[src/rtl/monitor_settings.svh]
`ifndef MONITOR_SETTINGS_SVH
`define MONITOR_SETTINGS_SVH

// AXI link between cache and memory controller
`define ID_WIDTH        2
`define USER_WIDTH      2
`define ADDR_WIDTH      32
`define DATA_WIDTH      32
`define BURST_LEN       4

// DDR4 command bus
`define NUM_RANK        2
`define DDR_ADDR_WIDTH  17

// Event counters
`define COUNT_WIDTH     16

`endif

[src/rtl/monitorPkg.sv]
`default_nettype none

`include "monitor_settings.svh"

package monitorPkg;

    // Cache link fields
    typedef logic [`ID_WIDTH-1:0]   axiId_t;
    typedef logic [`USER_WIDTH-1:0] axiUser_t;
    typedef logic [`ADDR_WIDTH-1:0] axiAddr_t;
    typedef logic [`DATA_WIDTH-1:0] axiData_t;

    // Beat 0 in the lowest bits
    typedef logic [`DATA_WIDTH*`BURST_LEN-1:0] burstData_t;
    typedef logic [$clog2(`BURST_LEN)-1:0]    beatIdx_t;

    // DDR4 command side
    typedef logic [$clog2(`NUM_RANK)-1:0] rank_t;
    typedef logic [1:0]                   ddrBank_t;
    typedef logic [1:0]                   ddrBankGroup_t;
    typedef logic [`DDR_ADDR_WIDTH-1:0]   ddrPins_t;

    typedef logic [`COUNT_WIDTH-1:0] eventCount_t;

    typedef enum logic [2:0] {
        CMD_IDLE,
        CMD_ACTIVATE,
        CMD_READ,
        CMD_READ_AP,
        CMD_WRITE,
        CMD_WRITE_AP,
        CMD_REFRESH,
        CMD_PRECHARGE
    } ddrCmd_e;

endpackage

`default_nettype wire

[src/rtl/txnEventIf.sv]
`timescale 1ns/100ps
`default_nettype none

// One observed cache transaction event
interface txnEventIf;
    import monitorPkg::*;

    logic     valid;
    axiId_t   id;
    axiUser_t user;
    axiAddr_t addr;

    modport producer (output valid, id, user, addr);
    modport consumer (input valid, id, user, addr);

endinterface

`default_nettype wire

[src/rtl/cacheDramMonitor.sv]
`timescale 1ns/100ps
`default_nettype none

`include "monitor_settings.svh"

module cacheDramMonitor (
    input  wire logic                   clk,
    input  wire logic                   rst_n,
    // Cache link
    input  wire logic                   arValid,
    input  wire logic                   arReady,
    input  monitorPkg::axiAddr_t        arAddr,
    input  monitorPkg::axiId_t          arId,
    input  monitorPkg::axiUser_t        arUser,
    input  wire logic                   rValid,
    input  wire logic                   rReady,
    input  monitorPkg::axiData_t        rData,
    input  wire logic                   rLast,
    input  monitorPkg::axiId_t          rId,
    input  monitorPkg::axiUser_t        rUser,
    input  wire logic                   awValid,
    input  wire logic                   awReady,
    input  monitorPkg::axiAddr_t        awAddr,
    input  monitorPkg::axiId_t          awId,
    input  monitorPkg::axiUser_t        awUser,
    input  wire logic                   wValid,
    input  wire logic                   wReady,
    input  wire logic                   wLast,
    input  monitorPkg::axiId_t          wId,
    input  monitorPkg::axiUser_t        wUser,
    input  wire logic                   bValid,
    input  wire logic                   bReady,
    input  monitorPkg::axiId_t          bId,
    input  monitorPkg::axiUser_t        bUser,
    // DDR4 command pins
    input  wire logic [`NUM_RANK-1:0]   ch0CsN,
    input  wire logic                   ch0Cke,
    input  wire logic                   ch0ActN,
    input  monitorPkg::ddrPins_t        ch0Pins,
    input  monitorPkg::ddrBank_t        ch0Ba,
    input  monitorPkg::ddrBankGroup_t   ch0Bg,
    input  wire logic [`NUM_RANK-1:0]   ch1CsN,
    input  wire logic                   ch1Cke,
    input  wire logic                   ch1ActN,
    input  monitorPkg::ddrPins_t        ch1Pins,
    input  monitorPkg::ddrBank_t        ch1Ba,
    input  monitorPkg::ddrBankGroup_t   ch1Bg,
    // Cache events
    output logic                        rdReqValid,
    output monitorPkg::axiAddr_t        rdReqAddr,
    output monitorPkg::axiId_t          rdReqId,
    output monitorPkg::axiUser_t        rdReqUser,
    output logic                        rdRespValid,
    output monitorPkg::axiId_t          rdRespId,
    output monitorPkg::axiUser_t        rdRespUser,
    output monitorPkg::burstData_t      rdRespData,
    output logic                        wrReqValid,
    output monitorPkg::axiAddr_t        wrReqAddr,
    output monitorPkg::axiId_t          wrReqId,
    output monitorPkg::axiUser_t        wrReqUser,
    output logic                        wrAckValid,
    output monitorPkg::axiId_t          wrAckId,
    output monitorPkg::axiUser_t        wrAckUser,
    output monitorPkg::eventCount_t     rdReqCount,
    output monitorPkg::eventCount_t     rdRespCount,
    output monitorPkg::eventCount_t     wrReqCount,
    output monitorPkg::eventCount_t     wrAckCount,
    // DDR4 decode
    output logic                        ch0CmdValid,
    output monitorPkg::ddrCmd_e         ch0Cmd,
    output monitorPkg::rank_t           ch0Rank,
    output monitorPkg::ddrBank_t        ch0Bank,
    output monitorPkg::ddrBankGroup_t   ch0BankGroup,
    output logic                        ch1CmdValid,
    output monitorPkg::ddrCmd_e         ch1Cmd,
    output monitorPkg::rank_t           ch1Rank,
    output monitorPkg::ddrBank_t        ch1Bank,
    output monitorPkg::ddrBankGroup_t   ch1BankGroup
);

    txnEventIf reqRdIf ();
    txnEventIf respRdIf ();
    txnEventIf reqWrIf ();
    txnEventIf ackWrIf ();

    readTracker readTracker0 (
        .clk      (clk),
        .rst_n    (rst_n),
        .arValid  (arValid),
        .arReady  (arReady),
        .arAddr   (arAddr),
        .arId     (arId),
        .arUser   (arUser),
        .rValid   (rValid),
        .rReady   (rReady),
        .rData    (rData),
        .rLast    (rLast),
        .rId      (rId),
        .rUser    (rUser),
        .reqRd    (reqRdIf.producer),
        .respRd   (respRdIf.producer),
        .respData (rdRespData)
    );

    writeTracker writeTracker0 (
        .clk     (clk),
        .rst_n   (rst_n),
        .awValid (awValid),
        .awReady (awReady),
        .awAddr  (awAddr),
        .awId    (awId),
        .awUser  (awUser),
        .wValid  (wValid),
        .wReady  (wReady),
        .wLast   (wLast),
        .wId     (wId),
        .wUser   (wUser),
        .bValid  (bValid),
        .bReady  (bReady),
        .bId     (bId),
        .bUser   (bUser),
        .reqWr   (reqWrIf.producer),
        .ackWr   (ackWrIf.producer)
    );

    txnCounters txnCounters0 (
        .clk         (clk),
        .rst_n       (rst_n),
        .reqRd       (reqRdIf.consumer),
        .respRd      (respRdIf.consumer),
        .reqWr       (reqWrIf.consumer),
        .ackWr       (ackWrIf.consumer),
        .rdReqCount  (rdReqCount),
        .rdRespCount (rdRespCount),
        .wrReqCount  (wrReqCount),
        .wrAckCount  (wrAckCount)
    );

    ddrCmdDecoder ch0Decoder (
        .csN          (ch0CsN),
        .cke          (ch0Cke),
        .actN         (ch0ActN),
        .pins         (ch0Pins),
        .bank         (ch0Ba),
        .bankGroup    (ch0Bg),
        .cmdValid     (ch0CmdValid),
        .cmd          (ch0Cmd),
        .cmdRank      (ch0Rank),
        .cmdBank      (ch0Bank),
        .cmdBankGroup (ch0BankGroup)
    );

    ddrCmdDecoder ch1Decoder (
        .csN          (ch1CsN),
        .cke          (ch1Cke),
        .actN         (ch1ActN),
        .pins         (ch1Pins),
        .bank         (ch1Ba),
        .bankGroup    (ch1Bg),
        .cmdValid     (ch1CmdValid),
        .cmd          (ch1Cmd),
        .cmdRank      (ch1Rank),
        .cmdBank      (ch1Bank),
        .cmdBankGroup (ch1BankGroup)
    );

    // Events out to plain ports
    assign rdReqValid  = reqRdIf.valid;
    assign rdReqAddr   = reqRdIf.addr;
    assign rdReqId     = reqRdIf.id;
    assign rdReqUser   = reqRdIf.user;

    assign rdRespValid = respRdIf.valid;
    assign rdRespId    = respRdIf.id;
    assign rdRespUser  = respRdIf.user;

    assign wrReqValid  = reqWrIf.valid;
    assign wrReqAddr   = reqWrIf.addr;
    assign wrReqId     = reqWrIf.id;
    assign wrReqUser   = reqWrIf.user;

    assign wrAckValid  = ackWrIf.valid;
    assign wrAckId     = ackWrIf.id;
    assign wrAckUser   = ackWrIf.user;

endmodule

`default_nettype wire

[src/rtl/ddrCmdDecoder.sv]
`timescale 1ns/100ps
`default_nettype none

`include "monitor_settings.svh"

module ddrCmdDecoder (
    input  wire logic [`NUM_RANK-1:0]  csN,
    input  wire logic                  cke,
    input  wire logic                  actN,
    input  monitorPkg::ddrPins_t       pins,
    input  monitorPkg::ddrBank_t       bank,
    input  monitorPkg::ddrBankGroup_t  bankGroup,
    output logic                       cmdValid,
    output monitorPkg::ddrCmd_e        cmd,
    output monitorPkg::rank_t          cmdRank,
    output monitorPkg::ddrBank_t       cmdBank,
    output monitorPkg::ddrBankGroup_t  cmdBankGroup
);
    import monitorPkg::*;

    // RAS, CAS and WE share address pins outside activate
    localparam int rasBit = 16;
    localparam int casBit = 15;
    localparam int weBit  = 14;
    localparam int apBit  = 10;

    logic rankSel;

    assign rankSel = ~&csN;

    always_comb begin
        cmdRank = '0;
        for (int i = `NUM_RANK - 1; i >= 0; i--) begin
            if (!csN[i]) begin
                cmdRank = rank_t'(i);
            end
        end
    end

    always_comb begin
        cmd = CMD_IDLE;
        if (rankSel && cke) begin
            if (!actN) begin
                cmd = CMD_ACTIVATE;
            end else begin
                case ({pins[rasBit], pins[casBit], pins[weBit]})
                    3'b101:  cmd = pins[apBit] ? CMD_READ_AP : CMD_READ;
                    3'b100:  cmd = pins[apBit] ? CMD_WRITE_AP : CMD_WRITE;
                    3'b001:  cmd = CMD_REFRESH;
                    3'b010:  cmd = CMD_PRECHARGE;
                    default: cmd = CMD_IDLE;
                endcase
            end
        end
    end

    assign cmdValid     = (cmd != CMD_IDLE);
    assign cmdBank      = bank;
    assign cmdBankGroup = bankGroup;

    // Only one rank addressed per command slot
    always_comb begin
        if (cke) begin
            oneRank: assert ($countones(~csN) <= 1);
        end
    end

endmodule

`default_nettype wire

[src/rtl/readTracker.sv]
`timescale 1ns/100ps
`default_nettype none

`include "monitor_settings.svh"

module readTracker (
    input  wire logic                  clk,
    input  wire logic                  rst_n,
    input  wire logic                  arValid,
    input  wire logic                  arReady,
    input  monitorPkg::axiAddr_t       arAddr,
    input  monitorPkg::axiId_t         arId,
    input  monitorPkg::axiUser_t       arUser,
    input  wire logic                  rValid,
    input  wire logic                  rReady,
    input  monitorPkg::axiData_t       rData,
    input  wire logic                  rLast,
    input  monitorPkg::axiId_t         rId,
    input  monitorPkg::axiUser_t       rUser,
    txnEventIf.producer                reqRd,
    txnEventIf.producer                respRd,
    output monitorPkg::burstData_t     respData
);
    import monitorPkg::*;

    logic       rBeat;
    beatIdx_t   beatIdx;
    burstData_t beatBuf;

    assign rBeat = rValid && rReady;

    assign reqRd.valid = arValid && arReady;
    assign reqRd.id    = arId;
    assign reqRd.user  = arUser;
    assign reqRd.addr  = arAddr;

    always_ff @(posedge clk or negedge rst_n) begin
        if (!rst_n) begin
            beatIdx <= '0;
        end else if (rBeat) begin
            if (beatIdx == beatIdx_t'(`BURST_LEN - 1)) begin
                beatIdx <= '0;
            end else begin
                beatIdx <= beatIdx + 1'b1;
            end
        end
    end

    always_ff @(posedge clk) begin
        if (rBeat) begin
            beatBuf[beatIdx*`DATA_WIDTH +: `DATA_WIDTH] <= rData;
        end
    end

    // Current beat merged over the earlier ones
    always_comb begin
        respData = beatBuf;
        respData[beatIdx*`DATA_WIDTH +: `DATA_WIDTH] = rData;
    end

    assign respRd.valid = rBeat && rLast;
    assign respRd.id    = rId;
    assign respRd.user  = rUser;
    assign respRd.addr  = '0;

    // Bursts are always BURST_LEN beats long
    burstLength: assert property (@(posedge clk) disable iff (!rst_n)
        rBeat |-> (rLast == (beatIdx == beatIdx_t'(`BURST_LEN - 1))));

endmodule

`default_nettype wire

[src/rtl/txnCounters.sv]
`timescale 1ns/100ps
`default_nettype none

module txnCounters (
    input  wire logic                clk,
    input  wire logic                rst_n,
    txnEventIf.consumer              reqRd,
    txnEventIf.consumer              respRd,
    txnEventIf.consumer              reqWr,
    txnEventIf.consumer              ackWr,
    output monitorPkg::eventCount_t  rdReqCount,
    output monitorPkg::eventCount_t  rdRespCount,
    output monitorPkg::eventCount_t  wrReqCount,
    output monitorPkg::eventCount_t  wrAckCount
);

    // Counters wrap at full scale
    always_ff @(posedge clk or negedge rst_n) begin
        if (!rst_n) begin
            rdReqCount  <= '0;
            rdRespCount <= '0;
            wrReqCount  <= '0;
            wrAckCount  <= '0;
        end else begin
            if (reqRd.valid) begin
                rdReqCount <= rdReqCount + 1'b1;
            end
            if (respRd.valid) begin
                rdRespCount <= rdRespCount + 1'b1;
            end
            if (reqWr.valid) begin
                wrReqCount <= wrReqCount + 1'b1;
            end
            if (ackWr.valid) begin
                wrAckCount <= wrAckCount + 1'b1;
            end
        end
    end

endmodule

`default_nettype wire

[src/rtl/writeTracker.sv]
`timescale 1ns/100ps
`default_nettype none

module writeTracker (
    input  wire logic              clk,
    input  wire logic              rst_n,
    input  wire logic              awValid,
    input  wire logic              awReady,
    input  monitorPkg::axiAddr_t   awAddr,
    input  monitorPkg::axiId_t     awId,
    input  monitorPkg::axiUser_t   awUser,
    input  wire logic              wValid,
    input  wire logic              wReady,
    input  wire logic              wLast,
    input  monitorPkg::axiId_t     wId,
    input  monitorPkg::axiUser_t   wUser,
    input  wire logic              bValid,
    input  wire logic              bReady,
    input  monitorPkg::axiId_t     bId,
    input  monitorPkg::axiUser_t   bUser,
    txnEventIf.producer            reqWr,
    txnEventIf.producer            ackWr
);
    import monitorPkg::*;

    localparam int numEntries = 4;
    typedef logic [$clog2(numEntries)-1:0] entryIdx_t;

    logic [numEntries-1:0] entryFree;
    axiAddr_t              entryAddr [numEntries];
    axiId_t                entryId   [numEntries];
    axiUser_t              entryUser [numEntries];

    logic      awFire;
    logic      wLastFire;
    logic      combined;
    logic      tableFull;
    logic      matchHit;
    entryIdx_t freeIdx;
    entryIdx_t matchIdx;

    assign awFire    = awValid && awReady;
    assign wLastFire = wValid && wReady && wLast;
    assign combined  = awFire && wLastFire && (awId == wId) && (awUser == wUser);
    assign tableFull = ~|entryFree;

    // Lowest free slot
    always_comb begin
        freeIdx = '0;
        for (int i = numEntries - 1; i >= 0; i--) begin
            if (entryFree[i]) begin
                freeIdx = entryIdx_t'(i);
            end
        end
    end

    // Occupied slot with the same ID and user as the data beat
    always_comb begin
        matchHit = 1'b0;
        matchIdx = '0;
        for (int i = 0; i < numEntries; i++) begin
            if (!entryFree[i] && entryId[i] == wId && entryUser[i] == wUser) begin
                matchHit = 1'b1;
                matchIdx = entryIdx_t'(i);
            end
        end
    end

    always_ff @(posedge clk or negedge rst_n) begin
        if (!rst_n) begin
            entryFree <= '1;
        end else begin
            if (awFire && !combined) begin
                entryFree[freeIdx] <= 1'b0;
            end
            if (wLastFire && !combined && matchHit) begin
                entryFree[matchIdx] <= 1'b1;
            end
        end
    end

    always_ff @(posedge clk) begin
        if (awFire && !combined) begin
            entryAddr[freeIdx] <= awAddr;
            entryId[freeIdx]   <= awId;
            entryUser[freeIdx] <= awUser;
        end
    end

    assign reqWr.valid = wLastFire;
    assign reqWr.id    = wId;
    assign reqWr.user  = wUser;
    assign reqWr.addr  = combined ? awAddr : entryAddr[matchIdx];

    assign ackWr.valid = bValid && bReady;
    assign ackWr.id    = bId;
    assign ackWr.user  = bUser;
    assign ackWr.addr  = '0;

    noOverflow: assert property (@(posedge clk) disable iff (!rst_n)
        (awFire && !combined) |-> !tableFull);

    // Data never closes a write whose address was not seen
    lastHasAddr: assert property (@(posedge clk) disable iff (!rst_n)
        (wLastFire && !combined) |-> matchHit);

endmodule

`default_nettype wire

[config.mk]
export PLATFORM = sky130hd
export DESIGN_NAME = cacheDramMonitor
export DESIGN_NICKNAME = d
export VERILOG_FILES = /design/src/rtl/monitorPkg.sv /design/src/rtl/txnEventIf.sv /design/src/rtl/cacheDramMonitor.sv /design/src/rtl/ddrCmdDecoder.sv /design/src/rtl/readTracker.sv /design/src/rtl/txnCounters.sv /design/src/rtl/writeTracker.sv
export VERILOG_INCLUDE_DIRS = /design/src /design/src/rtl
export SDC_FILE = /design/constraint.sdc
export NUM_CORES = 1
export LEC_CHECK = 0
export BUFFER_PORTS_ARGS = -buffer_cell sky130_fd_sc_hd__buf_2
export CORE_MARGIN = 1
export CORE_UTILIZATION = 35
export DETAILED_ROUTE_END_ITERATION = 8
export GPL_TIMING_DRIVEN = 0
export PLACE_DENSITY_LB_ADDON = 0.3
export SYNTH_ARGS = -nofsm -noshare
export SYNTH_HDL_FRONTEND = slang
export SYNTH_SLANG_ARGS = --single-unit
[constraint.sdc]
create_clock -name clk -period 5.5 [get_ports clk]
set_clock_uncertainty 0.2 [all_clocks]
set_input_delay 1.1 -clock clk [delete_from_list [all_inputs] [get_ports clk]]
set_output_delay 1.1 -clock clk [all_outputs]
set_load 0.01 [all_outputs]
==> impl_results.md, run 1 <==
- Worst-Margin Slew: 0.942 ns
- Worst-path cell with the longest stage delay: clkbuf_1
- Die H: 212 µm
- Clock sinks: 342
- YS warnings: 0
- Vias in the first global route: 10700
- Crit Reg-Reg Endpoint: readTracker0.beatBuf[111]$_DFFE_PP_
- Synth Register Bits: 342
- Die W: 212 µm
- Post-synth EDFFs: 272
- Final slew viol count: 0
- Vias: 11100
- Max_cap viols: 0
- Biggest area consumer among synthesized cells: edfxtp_1
- Largest cells by area after synthesis: edfxtp_1, dfrtp_1, o21ai_0, nand2_1, inv_1
- Cts repair resizes: 0
- Layout overhead on the synthesized area: 26.3%
- Routed WL: 40.6 mm
- Cts bufs inserted: 38
- Mapped Area: 0.0155 mm²
- Leak: 0.00843 µW
- Crit path launch type: input port
- DRT iter0 DRCs: 832
- Crit. End Element: output pin
- Switching power total: 2230 µW
- Layout cell share with drive strength beyond 1: 33.5%
- Main synth FF type: edfxtp_1
- Peak supply drop: 0.295 mV
- Seq/Total Area, Yosys: 64.0%
- Delay of the slowest critical-path stage: 0.45 ns
- Initial Util: 35.7%
- Max clock buf depth: 3
- Final hold vios: 0
- Core area: 0.0434 mm²
- Crit path DAT: 3.31 ns
- Post-Layout Inst Area: 0.0196 mm²
- Worst setup margin: 0.890 ns
- Cells after Synth: 1272
- Fillers: 4152
- Fin nets: 1904
- Tot GR Track Use: 17.5%
- Fmax: 217 MHz
- Synth top area share: 52.7%
- Register area: 0.00992 mm²
- Total grt overflow: 0
- Post-Syn Area per Cell: 12.2 µm²
- Multi-input gate area: 0.00427 mm²
- Die area: 0.0451 mm²
- Min Clock Period, post-route: 4.61 ns
- Final setup violation count: 0
- Drt first pass iters: 5
- DRC violations left: 0
- Gp weighted congestion: 0.821
- Setup crit start: wReady
- Hold_ws: 0.266 ns
- Initial antenna violation count: 2
- Hpwl dp: 29.0 mm
- Worst endpoint required time: 4.20 ns
- Setup repair after global routing missed its margin: false
- Worst-path cell chain: buf_2 > nand3_1 > clkinv_1 > nand4_1 > buf_2 > clkbuf_1 > nor2_1 > o22ai_1 > buf_2
- I/O pin count: 474
- Overall power: 7350 µW
- Pwr Density: 375 mW/mm²
- Largest net degree at the start of global routing: 91
- CTS root buf: clkbuf_16
- Post-CTS setup buffer count: 0
- Asr flop ratio synth: 20.5%
- Count of cell types in the netlist: 50
- Fin crit share: 83.8%
- Reg-to-Reg Start: readTracker0.beatIdx[0]$_DFFE_PN0P_
- Hold buffers post-CTS: 0
- Outcome: finished, final reports clean
- Combinational power share: 22.8%
- Clk_lat worst skew: 0.55 ns
- R2R Setup Slk: 2.64 ns
- Crit path to: wrReqAddr[27]
- Sw Ratio: 30.3%
- Detail Route Antenna Nets: 0
- Critical path class: input port to output pin
- Input/output buffers: 391
- Design internal power: 5120 µW
- First-pass GRT wire length: 61.0 mm
- HP Class: flop to flop
- Critical Path Most Common Cell: buf_2
- Reg power frac: 44.2%
- Clock Power Share: 33.0%
- CTS tree: built
- Maximum fanout along the worst path: 10
- Vias per cell: 4.75
- Area after DPL: 0.0184 mm²
- Clock-pin slew on the worst setup and hold paths: 0.06 ns
- WL/cell: 17.5 µm
- Reg2Reg Depth: 6
- H-tree lvl count: 2
- Row count: 76
- Syn nets: 1462
- Worst slew margin: 36.8%
- Dpl ws: 0.838 ns
routing by layer:
metal / up-vias / global-route usage, % / share of wire [%]
met1: 5390 / 22.0 / 41
li1: 5274 / - / -
met3: 58 / 4.65 / 6.9
met4: 2 / 5.85 / 2.3
met5: - / 0 / 0.032
met2: 330 / 29.0 / 50
synthesized netlist by cell type (2+ instances only):
cell type,n
and3_1,11
xnor2_1,46
xor2_2,3
nor4bb_1,2
nand2b_1,3
and4_1,3
nand4_1,14
xnor2_2,3
dfstp_2,4
edfxtp_1,272
mux2i_1,32
mux2_2,4
nor2b_1,3
buf_6,7
dfrtp_1,66
nand2_1,164
a22o_1,2
nand3_1,25
ha_1,10
a221oi_1,3
xor2_1,32
o22ai_1,33
nor3_1,11
o21ai_1,17
o21ai_0,150
nand3b_1,2
a31oi_1,3
nor2_1,55
and2_1,3
buf_2,7
clkbuf_1,35
inv_1,136
buf_4,58
a221oi_2,29
buf_12,6
a21oi_1,4
final cells by class:
cell class                      instances  area share, %
Antenna cell                            1         0.0128
Buffer                                114           4.17
Timing Repair Buffer                  402           11.0
Sequential cell                       342           50.7
Inverter                              137           2.65
Clock inverter                          9          0.588
Tap cell                              585           3.74
Multi-Input combinational cell        679           21.8
Clock buffer                           56           5.31
cell usage in the layout, fill, tap and decap left out, types with 33 or more instances in the layout:
cell type,n
o22ai_1,33
inv_1,135
xnor2_1,46
buf_2,397
o21ai_0,150
buf_4,59
nor2_1,54
nand2_1,164
edfxtp_1,272
clkbuf_1,52
dfrtp_1,66
clkbuf_16,39
cells by family after synthesis:
| logic type | count (synthesis) | share of synthesized area (%) |
|---|---|---|
| AND/OR/NAND/NOR | 305 | 8.80 |
| AO/OA/AOI/OAI | 244 | 10.4 |
| flip-flops | 342 | 64.0 |
| adder cells (fa/ha/maj) | 10 | 0.807 |
| buffers and inverters | 251 | 8.58 |
| multiplexers | 36 | 2.36 |
| XOR/XNOR | 84 | 5.04 |
power groups by stage:
stage,clock network (µW),logic (µW),registers [µW]
after detailed placement,0,1680,3300
after floorplan,0,841,3310
after global placement,0,1640,3300
after global routing,2580,1840,3280
final,2430,1670,3250
after CTS,2490,1690,3250
registers in the layout, indices dropped and copies added, names as in the netlist:
signal	flops
readTracker0.beatBuf	128
readTracker0.beatIdx	2
txnCounters0.rdReqCount	16
txnCounters0.rdRespCount	16
txnCounters0.wrAckCount	16
txnCounters0.wrReqCount	16
writeTracker0.entryAddr	128
writeTracker0.entryFree	4
writeTracker0.entryId	8
writeTracker0.entryUser	8
through the flow:
stage                     utilization [%]  setup TNS, ns  std cells
final                                45.1              0       2325
after global placement               42.0        -173.63       2248
after detailed placement             42.5              0       2259
after floorplan                         -              0       1272
after global routing                 45.1              0       2325
after CTS                            45.1              0       2324
worst max-delay path: cells and delay by family:
kind            cells  cell delay [ns]
compound gates      1             0.28
buf+inv             5             1.38
simple gates        3             0.53
worst min path at each step:
stage	depth (start not counted)	slack, ns	start	endpoint
after CTS	1	0.27	txnCounters0.wrAckCount[15]$_DFFE_PN0P_	txnCounters0.wrAckCount[15]$_DFFE_PN0P_
after floorplan	2	0.30	writeTracker0.entryFree[0]$_DFF_PN1_	writeTracker0.entryFree[0]$_DFF_PN1_
final	1	0.27	txnCounters0.wrAckCount[15]$_DFFE_PN0P_	txnCounters0.wrAckCount[15]$_DFFE_PN0P_
after global placement	1	0.25	txnCounters0.wrAckCount[15]$_DFFE_PN0P_	txnCounters0.wrAckCount[15]$_DFFE_PN0P_
after detailed placement	1	0.25	txnCounters0.wrAckCount[15]$_DFFE_PN0P_	txnCounters0.wrAckCount[15]$_DFFE_PN0P_
after global routing	1	0.28	txnCounters0.wrAckCount[15]$_DFFE_PN0P_	txnCounters0.wrAckCount[15]$_DFFE_PN0P_
(Power assumes the default switching activity.)
==> run 2: changes to the inputs <==
==> constraint.sdc (replaced) <==
create_clock -name clk -period 4.3 [get_ports clk]
set_clock_uncertainty 0.2 [all_clocks]
set_input_delay 0.86 -clock clk [delete_from_list [all_inputs] [get_ports clk]]
set_output_delay 0.86 -clock clk [all_outputs]
set_load 0.01 [all_outputs]
==> run 2 against run 1 <==
  * Critical path depth is 1 lower
  * Clock-buffer cell count is 10 lower
  * Sequential share of layout area is 0.20 points lower
  * Power is 29% higher
  * Die area stayed put
  * Wire length is 1.6% lower
  * Global-route usage is 0.42 points lower
  * Via count is 1.3% lower
  * Register-to-register slack worse by 1.1 ns
  * Core utilization is 0.18 points higher
  * Combinational power is 29% higher
  * Setup slack worse by 0.70 ns
==> impl_results.md, run 2 (same netlist as run 1, synthesis figures left out) <==
- Max_cap viols: 0
- Pwr Density: 483 mW/mm²
- Crit. End Element: output pin
- Min Clock Period, post-route: 4.11 ns
- Initial antenna violation count: 0
- Biggest regs: readTracker0.beatBuf: 128 flops, writeTracker0.entryAddr: 128 flops
- Final setup violation count: 0
- Layout overhead on the synthesized area: 26.8%
- Leak: 0.00848 µW
- Vias per cell: 4.69
- Vias: 10900
- Post-layout util: 45.3%
- Hold buffers post-CTS: 0
- Input/output buffers: 391
- Clk_lat worst skew: 0.55 ns
- Cts repair resizes: 0
- Outcome: finished, final reports clean
- Worst slew margin: 47.9%
- Layout cell share with drive strength beyond 1: 34.2%
- WL/cell: 17.2 µm
- Tot GR Track Use: 17.0%
- Clock sinks: 342
- Max clock buf depth: 3
- Most common cell after layout, fill and taps aside: buf_2
- Fin crit share: 95.5%
- Cts bufs inserted: 39
- Most frequent cells in the layout: buf_2, edfxtp_1, nand2_1
- Vias in the first global route: 10500
- DRC violations left: 0
- Worst-path cell with the longest stage delay: dfrtp_1
- CTS root buf: clkbuf_16
- Delay of the slowest critical-path stage: 0.47 ns
- Final slew viol count: 0
- DRT iter0 DRCs: 714
- Drt first pass iters: 6
- Setup TNS: 0 ns
- Gp weighted congestion: 0.817
- Die W: 212 µm
- Setup repair after global routing missed its margin: true
- Hpwl dp: 28.3 mm
- Row count: 76
- Crit path DAT: 3.05 ns
- Detail Route Antenna Nets: 0
- Total grt overflow: 0
- Largest net degree at the start of global routing: 69
- Fmax: 243 MHz
- Routed WL: 40.0 mm
- Critical path class: flop to output pin
- Maximum fanout along the worst path: 10
- HP Class: input port to asynchronous set/reset pin
- Post-CTS setup buffer count: 0
- Die H: 212 µm
- Critical Path Most Common Cell: clkbuf_1
- Area after DPL: 0.0184 mm²
- Fin nets: 1903
- First-pass GRT wire length: 59.6 mm
- Post-Layout Inst Area: 0.0197 mm²
- Initial Util: 35.7%
- Clock-pin slew on the worst setup and hold paths: 0.06 ns
- Die area: 0.0451 mm²
- Final hold vios: 0
- CTS tree: built
- Crit path launch type: flop
- I/O pin count: 474
- Peak supply drop: 0.362 mV
- Worst endpoint required time: 3.24 ns
- Worst-path cell chain: inv_1 > ha_1 > nor4bb_1 > clkbuf_1 > clkbuf_1 > nand2_1 > o21ai_0 > buf_2
- H-tree lvl count: 2
- Core area: 0.0434 mm²
- Worst-Margin Slew: 0.776 ns
[run 2: cell count changes in the layout (fill, tap and decap cells not counted), moves of 2 or more]
cell / delta
buf_8: -2
clkbuf_1: -17
clkbuf_2: +7
clkinv_1: +7
clkinv_2: +4
[run 2: final timing paths]
kind                       slack, ns  cells after the start                                     from                                       to
setup / recovery                0.19                      8      readTracker0.beatIdx[0]$_DFFE_PN0P_                           rdRespData[81]
hold / removal                  0.05                      1                                    rst_n   txnCounters0.rdReqCount[1]$_DFFE_PN0P_
setup reg to reg                1.59                      7      readTracker0.beatIdx[0]$_DFFE_PN0P_       readTracker0.beatBuf[81]$_DFFE_PP_
hold reg to reg                 0.27                      1  txnCounters0.wrAckCount[15]$_DFFE_PN0P_  txnCounters0.wrAckCount[15]$_DFFE_PN0P_
max in group asynchronous       3.21                      2                                    rst_n     writeTracker0.entryFree[2]$_DFF_PN1_
min in group clk                0.27                      1  txnCounters0.wrAckCount[15]$_DFFE_PN0P_  txnCounters0.wrAckCount[15]$_DFFE_PN0P_
[run 2: final cells by class]
cell class,instances,area (µm²)
fill,4090,23700
sequential,342,9920
multi-input combinational,679,4290
timing repair buffer,400,2140
clock buffer,46,1000
buffer,114,825
tap,585,732
inverter,137,519
clock inverter,22,216
antenna,1,2.50
[run 2: layer usage]
layer / up-vias / share of wire, % / global-route usage, %
met5: - / 0 / 0
met4: 0 / 2.0 / 4.74
met3: 56 / 7.9 / 5.16
met2: 364 / 49 / 27.8
met1: 5208 / 41 / 21.9
li1: 5280 / - / -
[run 2: critical path, delay by kind of cell, from the launching register on]
family	cells	cell delay [ns]
buf+inv	4	1.07
flops	1	0.47
fa+ha+maj	1	0.44
compound gates	1	0.16
simple gates	2	0.35
[run 2: metrics by stage]
step	instances	setup slack (ns)	power (µW)	hold slack, ns
floorplan	1272	0.153	5310	0.304
CTS	2325	0.00750	9580	0.0334
global route	2325	-0.0441	9950	0.0567
global placement	2248	-1.28	6310	0.256
detailed placement	2257	0.152	6360	0.256
finish	2326	0.192	9490	0.0549
[run 2: report_power, final]
group | internal, µW | switching [µW]
clock network | 1850 | 1330
registers | 3970 | 180
logic | 785 | 1370
